===== config.mk =====
export PLATFORM = sky130hd
export DESIGN_NAME = dcache_lookup
export DESIGN_NICKNAME = d
export VERILOG_FILES = /design/src/source/dcache_pkg.sv /design/src/source/dcache_lookup.sv
export SDC_FILE = /design/constraint.sdc
export NUM_CORES = 1
export LEC_CHECK = 0
export ABC_AREA = 0
export BUFFER_PORTS_ARGS = -buffer_cell sky130_fd_sc_hd__buf_4
export CORE_AREA = 5 5 241 243
export DETAILED_ROUTE_END_ITERATION = 10
export DIE_AREA = 0 0 246 248
export RECOVER_POWER = 25
export SKIP_CTS_REPAIR_TIMING = 1
export SYNTH_ARGS = -nofsm -noshare
export SYNTH_HDL_FRONTEND = slang
export SYNTH_SLANG_ARGS = --single-unit

===== constraint.sdc =====
create_clock -name clk_i -period 2.1 [get_ports clk_i]
set_input_delay 0.42 -clock clk_i [delete_from_list [all_inputs] [get_ports clk_i]]
set_output_delay 0.42 -clock clk_i [all_outputs]
set_load 0.01 [all_outputs]

===== src/source/dcache_pkg.sv =====
package dcache_pkg;

    // ------------------------------------------------------------------------
    // cache geometry
    // ------------------------------------------------------------------------
    localparam int unsigned addr_width      = 32;
    localparam int unsigned word_width      = 64;
    // a line holds two core words
    localparam int unsigned line_width      = 128;
    localparam int unsigned num_ways        = 2;
    localparam int unsigned num_sets        = 16;
    // derived address split: tag | index | offset
    localparam int unsigned offset_width    = $clog2(line_width / 8);
    localparam int unsigned index_width     = $clog2(num_sets);
    localparam int unsigned tag_width       = addr_width - index_width - offset_width;
    localparam int unsigned line_addr_width = addr_width - offset_width;

    // ------------------------------------------------------------------------
    // bus and array types
    // ------------------------------------------------------------------------
    typedef logic [line_width-1:0] line_t;

    // core side, one word per request
    typedef struct packed {
        logic                      valid;
        logic                      we;
        logic [addr_width-1:0]     addr;
        logic [word_width/8-1:0]   be;
        logic [word_width-1:0]     wdata;
    } core_req_t;

    typedef struct packed {
        logic                  gnt;
        logic                  rvalid;
        logic [word_width-1:0] rdata;
    } core_rsp_t;

    // memory side moves whole lines
    typedef struct packed {
        logic                       valid;
        logic                       we;
        logic [line_addr_width-1:0] line_addr;
        line_t                      wline;
    } mem_req_t;

    typedef struct packed {
        logic  gnt;
        logic  rvalid;
        line_t rline;
    } mem_rsp_t;

    typedef struct packed {
        logic                 valid;
        logic                 dirty;
        logic [tag_width-1:0] tag;
    } tag_entry_t;

    // one access broadcast to all ways, en picks the ways that take part
    typedef struct packed {
        logic [num_ways-1:0]    en;
        logic                   we;
        logic [index_width-1:0] index;
        tag_entry_t             entry;
        line_t                  line;
    } arr_req_t;

endpackage


===== src/source/dcache_lookup.sv =====
module dcache_lookup (
    input  logic                                                clk_i,
    input  logic                                                rst_ni,
    input  logic [dcache_pkg::tag_width-1:0]                    tag_i,
    input  dcache_pkg::tag_entry_t [dcache_pkg::num_ways-1:0]   entries_i,
    input  dcache_pkg::line_t [dcache_pkg::num_ways-1:0]        lines_i,
    input  logic                                                refill_i,
    output logic [dcache_pkg::num_ways-1:0]                     hit_way_o,
    output dcache_pkg::line_t                                   hit_line_o,
    output logic [dcache_pkg::num_ways-1:0]                     victim_way_o,
    output dcache_pkg::tag_entry_t                              victim_entry_o,
    output dcache_pkg::line_t                                   victim_line_o
);

    // round-robin pointer, used once all ways of the set are valid
    logic [$clog2(dcache_pkg::num_ways)-1:0] rr_q;

    // ------------------------------------------------------------------------
    // tag compare and hit mux
    // ------------------------------------------------------------------------
    always_comb begin
        hit_line_o = '0;
        for (int w = 0; w < dcache_pkg::num_ways; w++) begin
            hit_way_o[w] = entries_i[w].valid && (entries_i[w].tag == tag_i);
            // one-hot, so an or-mux is enough
            if (hit_way_o[w]) begin
                hit_line_o = hit_line_o | lines_i[w];
            end
        end
    end

    // ------------------------------------------------------------------------
    // victim choice
    // ------------------------------------------------------------------------
    always_comb begin
        victim_way_o       = '0;
        victim_way_o[rr_q] = 1'b1;
        // walk down so the lowest invalid way wins
        for (int w = dcache_pkg::num_ways - 1; w >= 0; w--) begin
            if (!entries_i[w].valid) begin
                victim_way_o    = '0;
                victim_way_o[w] = 1'b1;
            end
        end
        victim_entry_o = '0;
        victim_line_o  = '0;
        for (int w = 0; w < dcache_pkg::num_ways; w++) begin
            if (victim_way_o[w]) begin
                victim_entry_o = entries_i[w];
                victim_line_o  = lines_i[w];
            end
        end
    end

    // pointer moves on every refill write
    always_ff @(posedge clk_i or negedge rst_ni) begin
        if (!rst_ni) begin
            rr_q <= '0;
        end else if (refill_i) begin
            rr_q <= (rr_q == dcache_pkg::num_ways - 1) ? '0 : rr_q + 1'b1;
        end
    end

endmodule


# After elaboration in Yosys (flattened, before gate mapping)

Index checks and enable logic that the tools add are counted.

$add $sub $neg: 1
Reductions and logical operators: 3
Multiplexer cells: 11
Equal/unequal tests: 2
Bitwise gates (word level): 1
Magnitude comparators: 2

Operators by type and width:

| cell                | count |
|---|---|
| $mux 128            | 4 |
| $or 128x128->128    | 1 |
| $mux 26             | 2 |
| $eq 24x24->1        | 2 |
| $mux 2              | 2 |
| $logic_and 1x1->1   | 3 |
| $lt 1x2->1 const B  | 1 |
| $mux 1              | 2 |
| $add 1x1->1 const B | 1 |
| $demux 1 s1         | 1 |
| $ge 1x1->1 const B  | 1 |

Flip-flop bits (word level): 1
Output and inout bits: 286

# Depth between registers and ports, before layout

Gate-level depths: netlist (run 1).

Word-level depth: 8
Depth in mapped cells: 6

# Worst setup path after synthesis (run 1)

OpenSTA, ideal clock, no wires.

Path kind: input-to-output
Start: input tag_i[12] (netlist bit)
End: output hit_line_o[90]
Stages on the path: 6
Data arrival time: 1.762 ns
Required time: 1.680 ns
Buffers on the path: 2
Setup slack: -0.082 ns
Cell sequence: xor2_1 > nor4_1 > nand2_1 > buf_2 > clkbuf_1 > o32ai_1

Word-level cells in the longest chain between the ends: 5

RTL lines:

| what               | RTL line            | text |
|---|---|---|
| start: declaration | dcache_lookup.sv:4  | `input logic [dcache_pkg::tag_width-1:0] tag_i,` |
| $eq 24x24->1       | dcache_lookup.sv:24 | `hit_way_o[w] = entries_i[w].valid && (entries_i[w].tag == tag_i);` |
| $logic_and 1x1->1  | dcache_lookup.sv:24 |  |
| $mux 128           | dcache_lookup.sv:26 | `if (hit_way_o[w]) begin` |
| $or 128x128->128   | dcache_lookup.sv:27 | `hit_line_o = hit_line_o \| lines_i[w];` |
| $mux 128 *         | dcache_lookup.sv:26 |  |
| end: declaration   | dcache_lookup.sv:9  | `output dcache_pkg::line_t hit_line_o,` |

Mark *: on every way between the ends. The rest lies on a longest branch, timed or not.

# Final worst setup path (run 1)

Start: input tag_i[18] (netlist bit)
End: output hit_line_o[50]

Same word-level chain as after synthesis.

==> flow_metrics.py, run 1 <==
metrics = {
    "critical_path": {
        "critical_path_class": "input port to primary output",
        "worst-path-max-fanout": 67,
        "slowest_delay_ns": 0.59,
        "crit_top_cell": "buf_4",
        "cp_top_family": "simple AND/OR/NAND/NOR gates",
        "cp_data_required_time_ns": 1.68,
        "path_buf_inv": 3,
        "cp-start-kind": "input port",
        "cp-end-kind": "primary output",
        "cp_data_arrival_time_ns": 2.27,
        "cp_cell_sequence": "buf_4, xnor2_1, nand4_1, or4_4, buf_12, o32ai_1, buf_4",
        "slowest_stage": "or4_4",
    },
    "sta": {
        "rsz0062_at_grt": "true",
        "finalClockSkew_ns": 0,
        "whs_ns": 0.2160,
        "fin_crit_ns": 2.693,
        "worst_slack_ns": -0.5930,
        "slew_viol_final": 0,
        "fmax_mhz": 371.3,
        "finalSetupViolCount": 283,
        "max_slew_margin_pct": 59.60,
        "finalCritPeriodShare_pct": 128.2,
        "worst_pin_slew_ns": 0.6060,
        "hold_viol": 0,
    },
    "power_and_ir_drop": {
        "ir_worst_vdd_mv": 0.2042,
        "p_int_w": 0.002444,
        "total_power_w": 0.004294,
        "pwr-share-seq_pct": 1.0,
        "switching_share_pct": 43.09,
        "power_frac_comb_pct": 99.0,
        "p_sw_w": 0.001850,
        "leakagePower_nw": 6.198,
        "power_density_mw_per_mm2": 274.3,
        "pwr-share-clk_pct": 0,
    },
    "grt": {
        "grt_pass1_vias": 9265,
        "grt_max_degree": 68,
        "overflow": 0,
        "antenna_found_initial": 0,
        "grt.total_usage_pct": 11.18,
        "grt_pass1_wl_um": 55360,
    },
    "floorplanning": {
        "die_x_um": 246,
        "start_util_pct": 9.388,
        "dieHeight_um": 248,
        "num_io_pins": 621,
        "core_sq_mm": 0.05573,
        "rows": 87,
        "dieArea_sq_mm": 0.06101,
    },
    "final_layout": {
        "syn_to_final_growth_pct": 199.2,
        "fillers": 5756,
        "multi_input_area_sq_mm": 0.006738,
        "largestRegisters": "rr_q x1",
        "nNetsFinal": 1750,
        "regMostFlops": "rr_q",
        "fin_util_pct": 28.09,
        "largest_reg_flops": 1,
        "regArea_sq_um": 25.02,
        "diodes": 0,
        "drive_above_1_share_pct": 76.72,
    },
    "placement": {
        "globalplace.congestion": 0.9154,
        "pre_cts_ws_ns": -1.065,
        "hpwl_um": 33150,
        "numPortBuffers": 620,
    },
    "status": {
        "outcome": "finished with violations",
        "violations": "negative setup slack",
    },
    "route": {
        "wl_um": 53480,
        "dr.pass1.iters": 4,
        "wl_per_cell_um": 24.66,
        "drc_errors": 0,
        "drt_iter0_markers": 654,
        "ant_nets": 0,
        "vias": 10030,
        "viasPerCell": 4.623,
    },
    "synthesis": {
        "synth-seq-area-share_pct": 0.4782,
        "post_synth_instance_area_sq_mm": 0.005233,
        "synth_area_per_cell_sq_um": 7.197,
        "ys_types": 19,
        "ys_seq_elements": 1,
        "syn-num-nets": 1062,
        "syn-instance-count": 727,
        "ys_warn_count": 0,
    },
    "clock_network": {
        "clkLatencyLatePin_ns": 0,
        "path_clk_slew_ns": 0,
    },
    "run": {
        "maxCapViolCount": 0,
    },
    "worst_hold_path": {
        "hp-class": "input port to async pin",
    },
}
[through the flow]
step / instances / cell area (sq um) / TNS (ns)
4_1_cts: 2104 / 11780 / -102.43
2_1_floorplan: 727 / 5510 / -7.854
3_3_place_gp: 2104 / 11780 / -100.14
6_report: 2169 / 15660 / -88.55
5_1_grt: 2169 / 15660 / -113.54
3_5_place_dp: 2104 / 11780 / -101.68
[metal layers]
metal  GRT usage [%]  part of all wire (%)
met1           13.78                    39
met2           20.37                    49
met3           1.669                   8.2
met4           2.888                   3.6
met5               0                     0
[worst paths after layout]
kind,start,end,slack [ns],depth (start not counted)
setup / recovery,tag_i[18],hit_line_o[50],-0.59,7
hold / removal,rst_ni,rr_q,0.22,1
setup reg to reg,rr_q,rr_q,1.40,1
hold reg to reg,rr_q,rr_q,0.53,1
max in group asynchronous,rst_ni,rr_q,1.80,1
min in group clk_i,rr_q,rr_q,0.53,1
[cell usage in the layout, fill, tap and decap left out, types with 3 or more instances in the layout]
cell type    n
buf_12      35
buf_16       9
buf_4      545
buf_6      148
buf_8       32
clkbuf_16   29
clkbuf_4     3
mux2_2      43
mux2_4     110
nand2_1    122
nand2_2      7
nand4_1    132
nor4_4       3
o32ai_1     24
o32ai_2     46
o32ai_4     58
xnor2_1     10
xor2_1      33
[layout make-up]
cell class,instances,area share (%)
Timing Repair Buffer,801,50.68
Multi-Input combinational cell,609,43.04
Tap cell,756,6.042
Sequential cell,1,0.1598
Inverter,2,0.07992
[kinds of logic (layout without fill, tap and decap cells)]
kind of cell,after synthesis,in the layout,synth area share (%)
mux,153,153,32.93
flops,1,1,0.4782
buf+inv,117,803,9.947
compound gates,129,129,21.52
xor+xnor,49,49,8.202
simple gates,278,278,26.93
[cell usage after synthesis]
library cell / instances / share of area [%]
o32ai_1: 128 / 21
buf_1: 11 / 0.79
buf_2: 65 / 6.2
inv_1: 2 / 0.14
dfrtp_1: 1 / 0.48
nor4_2: 1 / 0.24
xnor2_1: 13 / 2.2
nand3_1: 2 / 0.19
nor4_1: 6 / 0.72
clkbuf_1: 39 / 2.8
o21ai_0: 1 / 0.096
mux2_2: 153 / 33
nand2_1: 130 / 9.3
xor2_1: 36 / 6.0
nand4_1: 132 / 16
and2_1: 1 / 0.12
nor3_1: 2 / 0.19
nor2_1: 3 / 0.22
or4_1: 1 / 0.14
[power groups by stage]
stage	Combinational, W	Sequential, W	Clock, W
finish	0.00425	0.0000427	0
global route	0.00442	0.0000455	0
CTS	0.00322	0.0000432	0
detailed placement	0.00320	0.0000431	0
global placement	0.00319	0.0000430	0
floorplan	0.00130	0.0000345	0
(Power assumes the default switching activity.)
==> inputs of run 2 (changes only) <==
Settings changed: CORE_AREA 5 5 241 243 to 5 5 239 241, DIE_AREA 0 0 246 248 to 0 0 244 246, MAX_ROUTING_LAYER set to met4.
==> flow_metrics.py, run 2 (synthesis results as in run 1) <==
metrics = {
    "route": {
        "drc_errors": 0,
        "dr.pass1.iters": 5,
        "met2_wirelength_um": 23080,
        "viasPerCell": 4.489,
        "drt_iter0_markers": 428,
        "ant_nets": 0,
        "wl_um": 44510,
        "met3_wirelength_um": 2635,
        "wl_per_cell_um": 21.52,
        "top_layer_used": "met4",
        "vias": 9283,
        "wl_met1_um": 17440,
    },
    "placement": {
        "pre_cts_ws_ns": -0.9880,
        "numPortBuffers": 620,
        "hpwl_um": 34780,
        "globalplace.congestion": 0.9862,
        "dp_cells": 2051,
    },
    "grt": {
        "overflow": 0,
        "antenna_found_initial": 1,
        "grt_pass1_vias": 9588,
        "grt_pass1_wl_um": 59000,
        "grt_max_degree": 69,
        "grt.total_usage_pct": 12.53,
    },
    "critical_path": {
        "cp-end-kind": "primary output",
        "worst-path-max-fanout": 61,
        "critical_path_class": "input port to primary output",
        "cp-start-kind": "input port",
        "cp_data_arrival_time_ns": 2.26,
        "cp_data_required_time_ns": 1.68,
    },
    "sta": {
        "slew_viol_final": 0,
        "whs_ns": 0.1985,
        "rsz0062_at_grt": "true",
        "max_slew_margin_pct": 65.16,
        "fin_crit_ns": 2.681,
        "worst_pin_slew_ns": 0.5226,
        "finalCritPeriodShare_pct": 127.7,
        "finalClockSkew_ns": 0,
        "fin_setup_tns_ns": -64.11,
        "finalSetupViolCount": 214,
        "fmax_mhz": 373.0,
        "hold_viol": 0,
        "worst_slack_ns": -0.5810,
    },
    "power_and_ir_drop": {
        "switching_share_pct": 45.39,
        "total_power_w": 0.003351,
        "pwr-share-clk_pct": 0,
        "ir_worst_vdd_mv": 0.2119,
        "pwr-share-seq_pct": 1.4,
        "power_frac_comb_pct": 98.6,
        "power_density_mw_per_mm2": 261.5,
        "p_sw_w": 0.001521,
        "leakagePower_nw": 4.960,
        "p_int_w": 0.001830,
    },
    "final_layout": {
        "nNetsFinal": 1700,
        "layout_commonest_cell": "buf_4",
        "fin_cells": 2068,
        "syn_to_final_growth_pct": 144.9,
        "regArea_sq_um": 25.02,
        "drive_above_1_share_pct": 72.56,
        "multi_input_area_sq_mm": 0.005673,
        "final_cell_mix": "buf_4 (681), mux2_2 (148), nand4_1 (132)",
        "regMostFlops": "rr_q",
        "largest_reg_flops": 1,
        "fillers": 5965,
        "largestRegisters": "rr_q x1",
    },
    "worst_hold_path": {
        "hp-class": "input port to async pin",
    },
    "floorplanning": {
        "die_x_um": 244,
        "dieHeight_um": 246,
        "num_io_pins": 621,
        "core_sq_mm": 0.05466,
        "rows": 86,
        "dieArea_sq_mm": 0.06002,
        "start_util_pct": 9.572,
    },
    "status": {
        "violations": "negative setup slack",
        "outcome": "finished with violations",
    },
    "clock_network": {
        "path_clk_slew_ns": 0,
        "clkLatencyLatePin_ns": 0,
    },
    "run": {
        "maxCapViolCount": 0,
    },
}
## run 2: cell count changes in the layout (fill, tap and decap cells not counted), sizes merged
| cell | change |
|---|---|
| buf | -25 |
| clkbuf | -25 |
| diode | +1 |
## run 2: per-stage QoR
stage / utilization (%) / cell area [sq um]
final: 23.44 / 12810
after global routing: 23.44 / 12810
after CTS: 21.40 / 11700
after detailed placement: 21.40 / 11700
after global placement: 21.40 / 11700
after floorplan: - / 5510
## run 2: power by group through the flow
stage	clock (W)	combinational (W)	sequential (W)
after floorplan	0	0.00130	0.0000345
after global placement	0	0.00316	0.0000475
after detailed placement	0	0.00316	0.0000491
after CTS	0	0.00317	0.0000491
after global routing	0.0000000000637	0.00348	0.0000493
final	0.0000000000637	0.00330	0.0000477
## run 2: worst paths after layout
path                            startpoint  cells after the start  slack, ns        endpoint
worst max register to register        rr_q                      1       1.35            rr_q
worst max-delay path              tag_i[2]                      8      -0.58  hit_line_o[77]
max in group asynchronous           rst_ni                      1       1.78            rr_q
worst min register to register        rr_q                      1       0.58            rr_q
min in group clk_i                    rr_q                      1       0.58            rr_q
worst min-delay path                rst_ni                      1       0.20            rr_q
## run 2: cell type report
type	count	area share, %
multi-input combinational	609	44.27
tap	704	6.874
sequential	1	0.1953
inverter	2	0.05859
antenna	1	0.01953
timing repair buffer	751	48.58
## run 2: per-layer routing
layer | vias up | track usage [%]
met3 | 60 | 1.193
met4 | 0 | 2.854
li1 | 4200 | -
met5 | - | -
met1 | 4511 | 15.28
met2 | 512 | 22.48
## run 2: worst max-delay path: stages
cell and delay (ns):
buf_8 0.11, xnor2_4 0.17, buf_6 0.12, nand4_1 0.08
or4_4 0.62, buf_12 0.23, o32ai_1 0.22, buf_4 0.17
