--- src/source/dcache_pkg.sv ---
package dcache_pkg;

    // ------------------------------------------------------------------------
    // cache geometry
    // ------------------------------------------------------------------------
    localparam int unsigned addr_width      = 32;
    localparam int unsigned word_width      = 64;
    // a line holds two core words
    localparam int unsigned line_width      = 128;
    localparam int unsigned num_ways        = 2;
    localparam int unsigned num_sets        = 16;
    // derived address split: tag | index | offset
    localparam int unsigned offset_width    = $clog2(line_width / 8);
    localparam int unsigned index_width     = $clog2(num_sets);
    localparam int unsigned tag_width       = addr_width - index_width - offset_width;
    localparam int unsigned line_addr_width = addr_width - offset_width;

    // ------------------------------------------------------------------------
    // bus and array types
    // ------------------------------------------------------------------------
    typedef logic [line_width-1:0] line_t;

    // core side, one word per request
    typedef struct packed {
        logic                      valid;
        logic                      we;
        logic [addr_width-1:0]     addr;
        logic [word_width/8-1:0]   be;
        logic [word_width-1:0]     wdata;
    } core_req_t;

    typedef struct packed {
        logic                  gnt;
        logic                  rvalid;
        logic [word_width-1:0] rdata;
    } core_rsp_t;

    // memory side moves whole lines
    typedef struct packed {
        logic                       valid;
        logic                       we;
        logic [line_addr_width-1:0] line_addr;
        line_t                      wline;
    } mem_req_t;

    typedef struct packed {
        logic  gnt;
        logic  rvalid;
        line_t rline;
    } mem_rsp_t;

    typedef struct packed {
        logic                 valid;
        logic                 dirty;
        logic [tag_width-1:0] tag;
    } tag_entry_t;

    // one access broadcast to all ways, en picks the ways that take part
    typedef struct packed {
        logic [num_ways-1:0]    en;
        logic                   we;
        logic [index_width-1:0] index;
        tag_entry_t             entry;
        line_t                  line;
    } arr_req_t;

endpackage

--- src/source/dcache_ctrl.sv ---
module dcache_ctrl (
    input  logic                                clk_i,
    input  logic                                rst_ni,
    input  dcache_pkg::core_req_t               core_req_i,
    output dcache_pkg::core_rsp_t               core_rsp_o,
    output logic                                busy_o,
    output dcache_pkg::arr_req_t                arr_req_o,
    input  logic [dcache_pkg::num_ways-1:0]     hit_way_i,
    input  dcache_pkg::line_t                   hit_line_i,
    input  logic [dcache_pkg::num_ways-1:0]     victim_way_i,
    input  dcache_pkg::tag_entry_t              victim_entry_i,
    input  dcache_pkg::line_t                   victim_line_i,
    output logic                                refill_o,
    output logic [dcache_pkg::tag_width-1:0]    req_tag_o,
    output dcache_pkg::mem_req_t                mem_req_o,
    input  dcache_pkg::mem_rsp_t                mem_rsp_i
);

    typedef enum logic [2:0] {
        s_idle,
        s_lookup,
        s_store_write,
        s_wb_req,
        s_refill_req,
        s_refill_wait,
        s_refill_write
    } state_e;

    state_e                                 state_d, state_q;
    dcache_pkg::core_req_t                  req_d, req_q;
    dcache_pkg::line_t                      line_d, line_q;
    logic [dcache_pkg::num_ways-1:0]        way_d, way_q;
    logic [dcache_pkg::index_width-1:0]     req_index;
    logic                                   word_sel;
    dcache_pkg::line_t                      rd_line;

    // overlay the store bytes onto one word of a line
    function automatic dcache_pkg::line_t merge_word(
        input dcache_pkg::line_t                 line,
        input logic                              sel,
        input logic [dcache_pkg::word_width/8-1:0] be,
        input logic [dcache_pkg::word_width-1:0] wdata
    );
        dcache_pkg::line_t merged;
        merged = line;
        for (int b = 0; b < dcache_pkg::word_width / 8; b++) begin
            if (be[b]) begin
                merged[sel * dcache_pkg::word_width + b * 8 +: 8] = wdata[b * 8 +: 8];
            end
        end
        return merged;
    endfunction

    // fields of the registered request
    assign req_index = req_q.addr[dcache_pkg::offset_width +: dcache_pkg::index_width];
    assign req_tag_o = req_q.addr[dcache_pkg::addr_width-1 -: dcache_pkg::tag_width];
    // address bit 3 picks the word inside the line
    assign word_sel  = req_q.addr[dcache_pkg::offset_width-1];

    assign busy_o   = (state_q != s_idle);
    assign refill_o = (state_q == s_refill_write);
    // hits read straight from the arrays, misses from the refill buffer
    assign rd_line  = (state_q == s_lookup) ? hit_line_i : line_q;

    // ------------------------------------------------------------------------
    // cache FSM
    // ------------------------------------------------------------------------
    always_comb begin
        state_d = state_q;
        req_d   = req_q;
        line_d  = line_q;
        way_d   = way_q;

        core_rsp_o       = '0;
        core_rsp_o.rdata = rd_line[word_sel * dcache_pkg::word_width +: dcache_pkg::word_width];
        arr_req_o        = '0;
        arr_req_o.index  = req_index;
        mem_req_o        = '0;

        case (state_q)
            s_idle: begin
                arr_req_o.index = core_req_i.addr[dcache_pkg::offset_width +:
                                                  dcache_pkg::index_width];
                // accept and read all ways at once
                if (core_req_i.valid) begin
                    core_rsp_o.gnt = 1'b1;
                    arr_req_o.en   = '1;
                    req_d          = core_req_i;
                    state_d        = s_lookup;
                end
            end
            s_lookup: begin
                if (|hit_way_i) begin
                    way_d = hit_way_i;
                    if (req_q.we) begin
                        // store needs a second array access
                        state_d = s_store_write;
                    end else begin
                        core_rsp_o.rvalid = 1'b1;
                        state_d           = s_idle;
                    end
                end else begin
                    // miss, the victim way takes the refilled line
                    way_d = victim_way_i;
                    if (victim_entry_i.valid && victim_entry_i.dirty) begin
                        state_d = s_wb_req;
                    end else begin
                        state_d = s_refill_req;
                    end
                end
            end
            s_store_write: begin
                arr_req_o.en          = way_q;
                arr_req_o.we          = 1'b1;
                arr_req_o.entry.valid = 1'b1;
                arr_req_o.entry.dirty = 1'b1;
                arr_req_o.entry.tag   = req_tag_o;
                arr_req_o.line = merge_word(hit_line_i, word_sel, req_q.be, req_q.wdata);
                state_d               = s_idle;
            end
            s_wb_req: begin
                // arrays are idle here, so the victim outputs stay put
                mem_req_o.valid     = 1'b1;
                mem_req_o.we        = 1'b1;
                mem_req_o.line_addr = {victim_entry_i.tag, req_index};
                mem_req_o.wline     = victim_line_i;
                if (mem_rsp_i.gnt) begin
                    state_d = s_refill_req;
                end
            end
            s_refill_req: begin
                mem_req_o.valid     = 1'b1;
                mem_req_o.line_addr = req_q.addr[dcache_pkg::addr_width-1:
                                                 dcache_pkg::offset_width];
                if (mem_rsp_i.gnt) begin
                    state_d = s_refill_wait;
                end
            end
            s_refill_wait: begin
                if (mem_rsp_i.rvalid) begin
                    line_d  = mem_rsp_i.rline;
                    state_d = s_refill_write;
                end
            end
            s_refill_write: begin
                arr_req_o.en          = way_q;
                arr_req_o.we          = 1'b1;
                arr_req_o.entry.valid = 1'b1;
                // a store miss leaves the line dirty
                arr_req_o.entry.dirty = req_q.we;
                arr_req_o.entry.tag   = req_tag_o;
                arr_req_o.line = merge_word(line_q, word_sel, req_q.we ? req_q.be : '0,
                                            req_q.wdata);
                core_rsp_o.rvalid     = !req_q.we;
                state_d               = s_idle;
            end
            default: begin
                state_d = s_idle;
            end
        endcase
    end

    // ------------------------------------------------------------------------
    // registers
    // ------------------------------------------------------------------------
    always_ff @(posedge clk_i or negedge rst_ni) begin
        if (!rst_ni) begin
            state_q <= s_idle;
            way_q   <= '0;
        end else begin
            state_q <= state_d;
            way_q   <= way_d;
        end
    end

    // request and refill payload
    always_ff @(posedge clk_i) begin
        req_q  <= req_d;
        line_q <= line_d;
    end

endmodule

--- config.mk ---
export PLATFORM = sky130hd
export DESIGN_NAME = dcache_ctrl
export DESIGN_NICKNAME = d
export VERILOG_FILES = /design/src/source/dcache_pkg.sv /design/src/source/dcache_ctrl.sv
export SDC_FILE = /design/constraint.sdc
export NUM_CORES = 1
export LEC_CHECK = 0
export BUFFER_PORTS_ARGS = -buffer_cell sky130_fd_sc_hd__buf_4
export CAP_MARGIN = 40
export CORE_AREA = 2 2 369 371
export DETAILED_ROUTE_END_ITERATION = 8
export DIE_AREA = 0 0 371 373
export GPL_ROUTABILITY_DRIVEN = 0
export SLEW_MARGIN = 25
export SYNTH_ARGS = -nofsm -noshare
export SYNTH_HDL_FRONTEND = slang
export SYNTH_SLANG_ARGS = --single-unit
--- constraint.sdc ---
create_clock -name clk_i -period 32.6 [get_ports clk_i]
set_input_delay 0 -clock clk_i [delete_from_list [all_inputs] [get_ports clk_i]]
set_output_delay 0 -clock clk_i [all_outputs]
set_load 0.05 [all_outputs]
# ---- Word level (Yosys, flattened, before mapping)
# Index checks and enable logic that the tools add are counted.
dict set report op_classes {
  add_sub_neg 15
  n_eq_ne 10
  n_shift 17
  muxes 71
  reduce_logical 10
}
# cell n
set ops {}
lappend ops {{128-bit two-way mux} 32}
lappend ops {{128-bit bitwise mux} 16}
lappend ops {{8-bit by 34-bit variable shift with 128-bit output, first input constant} 8}
lappend ops {{8-bit by 34-bit indexed part select with 128-bit output} 8}
lappend ops {{154-bit one-hot mux with 2 select lines} 1}
lappend ops {{8-bit negator with 34-bit output} 7}
lappend ops {{128-bit by 8-bit indexed part select with 64-bit output} 1}
lappend ops {{28-bit one-hot mux with 2 select lines} 1}
lappend ops {{7-bit negator with 34-bit output} 1}
lappend ops {{7-bit by 6-bit adder with 8-bit output, second input constant} 4}
lappend ops {{3-bit two-way mux} 6}
lappend ops {{7-bit by 5-bit adder with 8-bit output, second input constant} 2}
lappend ops {{3-bit one-hot mux with 5 select lines} 1}
lappend ops {{3-bit equality test, second input constant} 3}
lappend ops {{7-bit by 4-bit adder with 8-bit output, second input constant} 1}
lappend ops {{8-bit two-way mux} 1}
lappend ops {{2-bit != test, second input constant} 4}
lappend ops {{1-bit two-way mux} 7}
lappend ops {{3-bit by 2-bit equality test with 1-bit output, second input constant} 2}
lappend ops {{2-bit two-way mux} 3}
lappend ops {{2-bit OR reduction} 3}
lappend ops {{4-bit two-way mux} 1}
lappend ops {{2-bit one-hot mux with 2 select lines} 1}
lappend ops {{2-bit AND reduction} 2}
lappend ops {{7 further kinds} 7}
dict set report totals {
  ff_bits 238
  in_bits 524
  out_inout_bits 411
}

# ---- Logic depth before layout (Yosys ltp)
# Gate-level depths: netlist of run 1.
dict set report depth {
  ltp_word 26
  ltp_mapped 6
  ltp_nobuf 5
}

# ---- Worst setup path after synthesis of run 1
# No wires, ideal clock.
dict set report synth_path {
  kind {reg-to-reg}
  start {register state_q[1]}
  end {register req_q (netlist bit req_index[0]) (enable)}
  setup_ns 0.927
  arrival_ns 12.664
  required_ns 31.673
  setup_slack_ns 19.009
  stages_incl_launch_ff 3
  path_buffers 1
  path_cell_list {dfrtp_1 -> buf_4 -> nor4b_1}
}
dict set report synth_via {
  elab_chain_cells 2
}
# item line_no
set synth_lines {}
lappend synth_lines {{start: declaration} dcache_ctrl.sv:29} ;# state_e state_d, state_q;
lappend synth_lines {{start signal: assignment} dcache_ctrl.sv:168} ;# state_q <= s_idle;
lappend synth_lines {{start signal: assignment} dcache_ctrl.sv:171} ;# state_q <= state_d;
lappend synth_lines {{3-bit logical NOT} dcache_ctrl.sv:80} ;# case (state_q)
lappend synth_lines {{2-bit AND reduction (no source line)} -}
lappend synth_lines {{end signal: assignment} dcache_ctrl.sv:178} ;# req_q <= req_d;
lappend synth_lines {{end: declaration} dcache_ctrl.sv:30} ;# dcache_pkg::core_req_t req_d, req_q;
# No other way between the ends.
# A chain may end at the register's enable or synchronous reset.

==> impl_metrics.tcl, run 1 <==
set metrics [dict create \
    holdPathEnd "req_q[56]$_DFFE_PN_" \
    synthFlopType "edfxtp_1" \
    cts_buffers 31 \
    io_pins 935 \
    viasPerCell 3.83 \
    hold_viol 0 \
    dr_total_vias 15300 \
    synthArstFlopShare_pct 2.13 \
    coreArea_sq_um 135000 \
    placed_area_sq_um 23100 \
    cts_root_buffer "clkbuf_16" \
    dp_hpwl_um 87400 \
    postRouteAntennaNets 0 \
    r2r_start "state_q[2]$_DFFE_PN0P_" \
    synth_edf_count 230 \
    drive_gt1_share_pct 50.0 \
    fin_skew_ps 23.2 \
    synth_top_area_share_pct 48.2 \
    clk_path_buf_depth 3 \
    clock.fmax_mhz 253 \
    drv_slew 0 \
    netlist_instances 1061 \
    start_kind "flip-flop" \
    fin_crit_ps 3950 \
    cts_setup_buffers 0 \
    tns_ps 0 \
    yosys_warnings 0 \
    start_util_pct 10.7 \
    syn_avg_cell_area_sq_um 13.5 \
    ys_seq_area_share_pct 49.0 \
    path_class "reg -> out" \
    holdCritStartpoint "core_req_i[56]" \
    met2_usage_pct 23.3 \
    clkSinkCount 235 \
    syn_nets 1585 \
    clock_latency_ps 650 \
    p_per_area_nw_per_um2 73.9 \
    worstMarginPinSlew_ps 898 \
    fin_cells 4008 \
    synthTopCellsByArea "edfxtp_1 48%, mux2i_1 18%, mux4_2 10%" \
    firstDrtPassIters 6 \
    synth_area_sq_um 14300 \
    cp.required_ps 32600 \
    top_usage_layer "met2" \
    areaGrowthSynthToFinish_pct 86.3 \
    totalWireLength_um 107000 \
    drc 0 \
    fin_ws_ps 28650 \
    clk_pin_slew_ps 60 \
    grt_pass1_wl_um 137000 \
    synth_top_area_cell "edfxtp_1" \
    peakVddDrop_uv 52.6 \
    grt_overflow 0 \
    leakagePower_nw 12.1 \
    fp-row-count 135 \
    dp_cells 3687 \
    finalNetCount 2712 \
    reg2reg_to "state_q[0]$_DFFE_PN0P_" \
    fin_crit_sh_pct 12.1 \
    post-place-ws_ps 29260 \
    rsz0062_at_grt "false" \
    min_path_type "in -> reg" \
    status "finished, final reports clean" \
    hold_depth 2 \
    fin_util_pct 19.8 \
    slew_headroom_pct 40.0 \
    antenna_found_initial 53 \
    crit_arrival_ps 3950 \
    use_met3_pct 6.53 \
    rrSetupSlack_ps 29980 \
    dieArea_sq_um 138000 \
    grt_pass1_vias 15400 \
    chipWidth_um 371 \
    portBuffers 931 \
    max-cap-violations 0 \
    finalSetupViolations 0 \
    grt_max_degree 66 \
    wl_per_cell_um 26.7 \
    yosysUniqueCellTypes 42 \
    crit_path_end_kind "output pin" \
    fp.dieH_um 373 \
    tritoncts "yes" \
    use_met1_pct 17.7 \
    worst-path-max-fanout 32 \
    grt_use_total_pct 14.5 \
    reg2reg_depth 5 \
    ys_ff_latch 235 \
    htree_levels 1 \
    drt_iter0_drc 1346 \
    stdcell_area_sq_um 26700 \
]
-- kinds of logic (layout without fill, tap and decap cells) --
family                 after synthesis  count (layout)  synth area share, %
buffers and inverters              123            1274                 5.38
AO/OA/AOI/OAI                      167             167                 7.74
other                                0              15                    0
flip-flops                         235             235                 49.0
AND/OR/NAND/NOR                    211             211                 9.52
multiplexers                       325             325                 28.3
-- final cells by class --
| type | count | area (sq um) |
|---|---|---|
| sequential | 235 | 7030 |
| timing repair buffer | 1210 | 9820 |
| tap | 1781 | 2230 |
| clock inverter | 23 | 221 |
| multi-input combinational | 703 | 6570 |
| antenna | 15 | 37.5 |
| inverter | 7 | 28.8 |
| fill | 14600 | 108000 |
| clock buffer | 34 | 787 |
-- stage by stage --
stage / hold slack [ps] / power (W)
2_1_floorplan: -296 / 0.00120
3_3_place_gp: -190 / 0.00158
3_5_place_dp: -191 / 0.00159
4_1_cts: 0.0711 / 0.00198
5_1_grt: 21.9 / 0.00204
6_report: 65.4 / 0.00197
-- sequential cells by signal, indices dropped and copies added, names as in the netlist --
register	flops
req_tag_o	24
line_q	128
way_q	2
req_q	74
state_q	3
req_index	4
-- placed cells by master (no fill, tap or decap), types with 5 or more instances in the layout --
cell type        n
a21oi_1          5
a22o_1          24
and2_1         152
buf_12           5
buf_4          953
clkbuf_16       31
clkinv_1         5
clkinv_2         8
dfrtp_1          5
diode_2         15
dlygate4sd3_1  246
edfxtp_1       230
inv_1            6
mux2i_1        257
mux4_2          64
nand2_2          8
nand2b_1         9
nand3_2          7
nand3b_1         8
nor2b_1          8
o22ai_1        129
-- how the worst max path moves through the flow --
| stage | from | to | slack (ps) |
|---|---|---|---|
| floorplan | state_q[1]$_DFFE_PN0P_ | req_index[0]$_DFFE_PN_ | 19010 |
| global placement | req_q[75]$_DFFE_PN_ | arr_req_o[49] | 29070 |
| detailed placement | req_q[75]$_DFFE_PN_ | arr_req_o[49] | 29260 |
| CTS | req_q[75]$_DFFE_PN_ | arr_req_o[49] | 28520 |
| global route | req_q[75]$_DFFE_PN_ | arr_req_o[49] | 28490 |
| finish | req_q[75]$_DFFE_PN_ | arr_req_o[49] | 28650 |
-- report_power, final --
group	internal (W)	switching, W
sequential	0.000390	0.0000471
clock	0.000198	0.000155
combinational	0.000376	0.000807
-- cells in the mapped netlist (2+ instances only) --
master and number:
a21o_1 2, nand2_2 8, nand3_2 7, nor2_1 4, clkbuf_2 3, and2_1 152, nor3_1 2, o22ai_1 129
a2111oi_0 2, a22o_1 24, nor2b_1 8, buf_4 31, clkbuf_1 18, mux2i_1 257, mux2_2 4, nand3b_1 8
buf_12 7, buf_6 2, or3b_2 2, dfrtp_1 5, inv_1 6, nand2_1 3, a21oi_1 5, nand2b_1 9
mux4_2 64, buf_1 6, buf_2 49, edfxtp_1 230
-- per-layer routing --
layer	vias to the layer above	wire [um]
li1	6425	-
met1	7555	42800
met2	1134	48000
met3	199	13000
met4	20	3130
met5	-	126
-- worst max-delay path, cell delays in order, from the launching register on --
cell      delay, ps
edfxtp_1        860
buf_4           450
buf_4           460
nand3b_1        320
buf_4           360
mux2i_1         120
o22ai_1         340
buf_4           290
-- repair_timing --
item,in CTS,in global routing
gates resized for setup,0,0
hold endpoints to repair,240,0
hold buffers,246,0
Power figures use the tool's default switching activity.
==> run 2: changes to the inputs <==
- ABC_AREA: not set -> 1
- CORE_AREA: 2 2 369 371 -> 2 2 366 368
- DIE_AREA: 0 0 371 373 -> 0 0 368 370
- clock period: 32.6 -> 3.3 ns (I/O delays scaled with it)
==> impl_metrics.tcl, run 2 <==
set metrics [dict create \
    tns_ps 0 \
    dieArea_sq_um 136000 \
    start_util_pct 11.5 \
    postRouteAntennaNets 0 \
    drt_iter0_drc 2118 \
    dr_total_vias 20200 \
    start_kind "flip-flop" \
    crit_path_top_delay_cell "dlygate4sd3_1" \
    finalSetupViolations 0 \
    post-place-ws_ps 602 \
    synth_top_family_by_area "compound AO/OA/AOI/OAI gates" \
    peakVddDrop_uv 489 \
    dp_cells 4627 \
    cts_buffers 38 \
    antenna_found_initial 120 \
    portBuffers 931 \
    clock.fmax_mhz 320 \
    firstDrtPassIters 6 \
    largest_reg_flops 128 \
    syn_avg_cell_area_sq_um 7.55 \
    crit_path_end_kind "flip-flop" \
    synthTopCellsByArea "edfxtp_1 45%, o21ai_0 10%, inv_1 9.2%" \
    yosys_warnings 0 \
    drv_slew 0 \
    regMostFlops "line_q" \
    grt_pass1_vias 19000 \
    yosysMostFrequentCell "inv_1" \
    synthXorXnorAreaFrac_pct 0 \
    fp.dieH_um 370 \
    layout_commonest_cell "buf_4" \
    ys_ff_latch 235 \
    final_cell_mix "972 x buf_4, 371 x inv_1, 311 x nand2_1, 303 x o21ai_0, 247 x nor2_1" \
    path_class "reg -> reg" \
    synth_top_area_share_pct 45.4 \
    cts_root_buffer "clkbuf_16" \
    grt_overflow 0 \
    coreArea_sq_um 132000 \
    grt_pass1_wl_um 173000 \
    totalWireLength_um 137000 \
    wl_per_cell_um 27.5 \
    clkSinkCount 235 \
    synthArstFlopShare_pct 2.13 \
    crit_family "buffers and inverters" \
    tritoncts "yes" \
    grt_use_total_pct 19.1 \
    rsz0062_at_grt "false" \
    p_per_area_nw_per_um2 731 \
    cp.buffers_inverters 3 \
    viasPerCell 4.08 \
    synthAdderAreaFrac_pct 0 \
    fp-row-count 134 \
    htree_levels 2 \
    cp.required_ps 3770 \
    slowest_delay_ps 610 \
    netlist_instances 2013 \
    clk_path_buf_depth 3 \
    crit_arrival_ps 3600 \
    hold_viol 0 \
    synthTopCellsByCount "372 x inv_1, 311 x nand2_1, 303 x o21ai_0" \
    synthSimpleGateAreaFrac_pct 14.8 \
    yosysUniqueCellTypes 23 \
    dp_hpwl_um 114000 \
    status "finished, final reports clean" \
    synthFlopType "edfxtp_1" \
    chipWidth_um 368 \
    cp_cell_sequence "inv_1 > nand2_1 > nor2_1 > nor2_1 > dlygate4sd3_1 > nand3_1 > nand2_1 > dlygate4sd3_1" \
    worstMarginPinSlew_ps 956 \
    clock_latency_ps 590 \
    fin_ws_ps 173 \
    fin_cells 4964 \
    synth_top_area_cell "edfxtp_1" \
    clk_pin_slew_ps 60 \
    muxShareOfSynthArea_pct 0 \
    slew_headroom_pct 36.3 \
    holdWs_ps 111 \
    syn_nets 2537 \
    synth_area_sq_um 15200 \
    areaGrowthSynthToFinish_pct 83.9 \
    fin_skew_ps 22.6 \
    min_path_type "in -> reg" \
    io_pins 935 \
    fin_crit_sh_pct 94.8 \
    drc 0 \
    worst-path-max-fanout 13 \
    fin_crit_ps 3130 \
    cts_setup_buffers 0 \
    stdcell_area_sq_um 28000 \
    finalNetCount 3665 \
    grt_max_degree 75 \
    drive_gt1_share_pct 33.6 \
    leakagePower_nw 13.2 \
    ys_seq_area_share_pct 46.3 \
    synth_compound_area_share_pct 24.5 \
    placed_area_sq_um 24300 \
    synth_edf_count 230 \
    max-cap-violations 0 \
]
run 2: cell count changes after synthesis, moves of 46 or more:
cell	change
o21ai_0	+302
o21ai_1	+46
mux2i_1	-257
a21oi_1	+194
and2_1	-152
nand2_1	+308
o22ai_1	-128
nor2_1	+245
inv_1	+366
o211ai_1	+128
mux4_2	-64
run 2: final timing paths:
path,cells after the start,startpoint,to,slack [ps]
min in group asynchronous,3,rst_ni,state_q[0]$_DFFE_PN0P_,530
min,2,mem_rsp_i[109],line_q[109]$_DFFE_PP_,110
max in group asynchronous,3,rst_ni,state_q[1]$_DFFE_PN0P_,2530
max reg2reg,8,state_q[2]$_DFFE_PN0P_,state_q[0]$_DFFE_PN0P_,170
max,8,state_q[2]$_DFFE_PN0P_,state_q[0]$_DFFE_PN0P_,170
min reg2reg,2,way_q[1]$_DFFE_PN0P_,way_q[1]$_DFFE_PN0P_,500
run 2: where the power goes:
part	internal, W	total (W)	switching [W]	leakage [nW]
Combinational	0.00323	0.0121	0.00892	10.5
Sequential	0.00384	0.00424	0.000398	2.16
Clock	0.00235	0.00406	0.00171	0.566
Total	0.00942	0.0204	0.0110	13.2
run 2: cell families after synthesis:
family | Yosys count
AO/OA/AOI/OAI | 678
AND/OR/NAND/NOR | 582
buffers and inverters | 518
flip-flops | 235
run 2: routing by layer:
layer  global-route usage, %  up-vias  part of all wire [%]
li1                        -     8944                     -
met1                    19.7     9451                    34
met2                    36.0     1448                    51
met3                    3.58      398                   7.4
met4                    10.4        8                   7.5
met5                       0        -                 0.034
run 2: cell type report:
| class | count | area, sq um |
|---|---|---|
| antenna | 29 | 72.6 |
| clock buffer | 46 | 981 |
| clock inverter | 20 | 198 |
| fill | 14700 | 104000 |
| inverter | 376 | 1420 |
| multi-input combinational | 1260 | 6020 |
| sequential | 235 | 7030 |
| tap | 1768 | 2210 |
| timing repair buffer | 1230 | 10000 |
run 2: what timing repair did:
item                                   4_1_cts  5_1_grt
endpoints found under the hold margin      241        0
resized for setup                            1        4
setup endpoints to repair                   29       11
hold buffers                               242        0
run 2: stage by stage:
stage / utilization, % / power [W]
floorplan: - / 0.0114
global placement: 18.3 / 0.0160
detailed placement: 18.3 / 0.0160
finish: 21.1 / 0.0204
global route: 21.1 / 0.0212
CTS: 21.0 / 0.0205
run 2: worst reg2reg max path, stage by stage, from the launching register on:
cell	delay, ps
dfrtp_1	530
inv_1	380
nand2_1	410
nor2_1	290
nor2_1	110
dlygate4sd3_1	610
nand3_1	80
nand2_1	50
dlygate4sd3_1	550
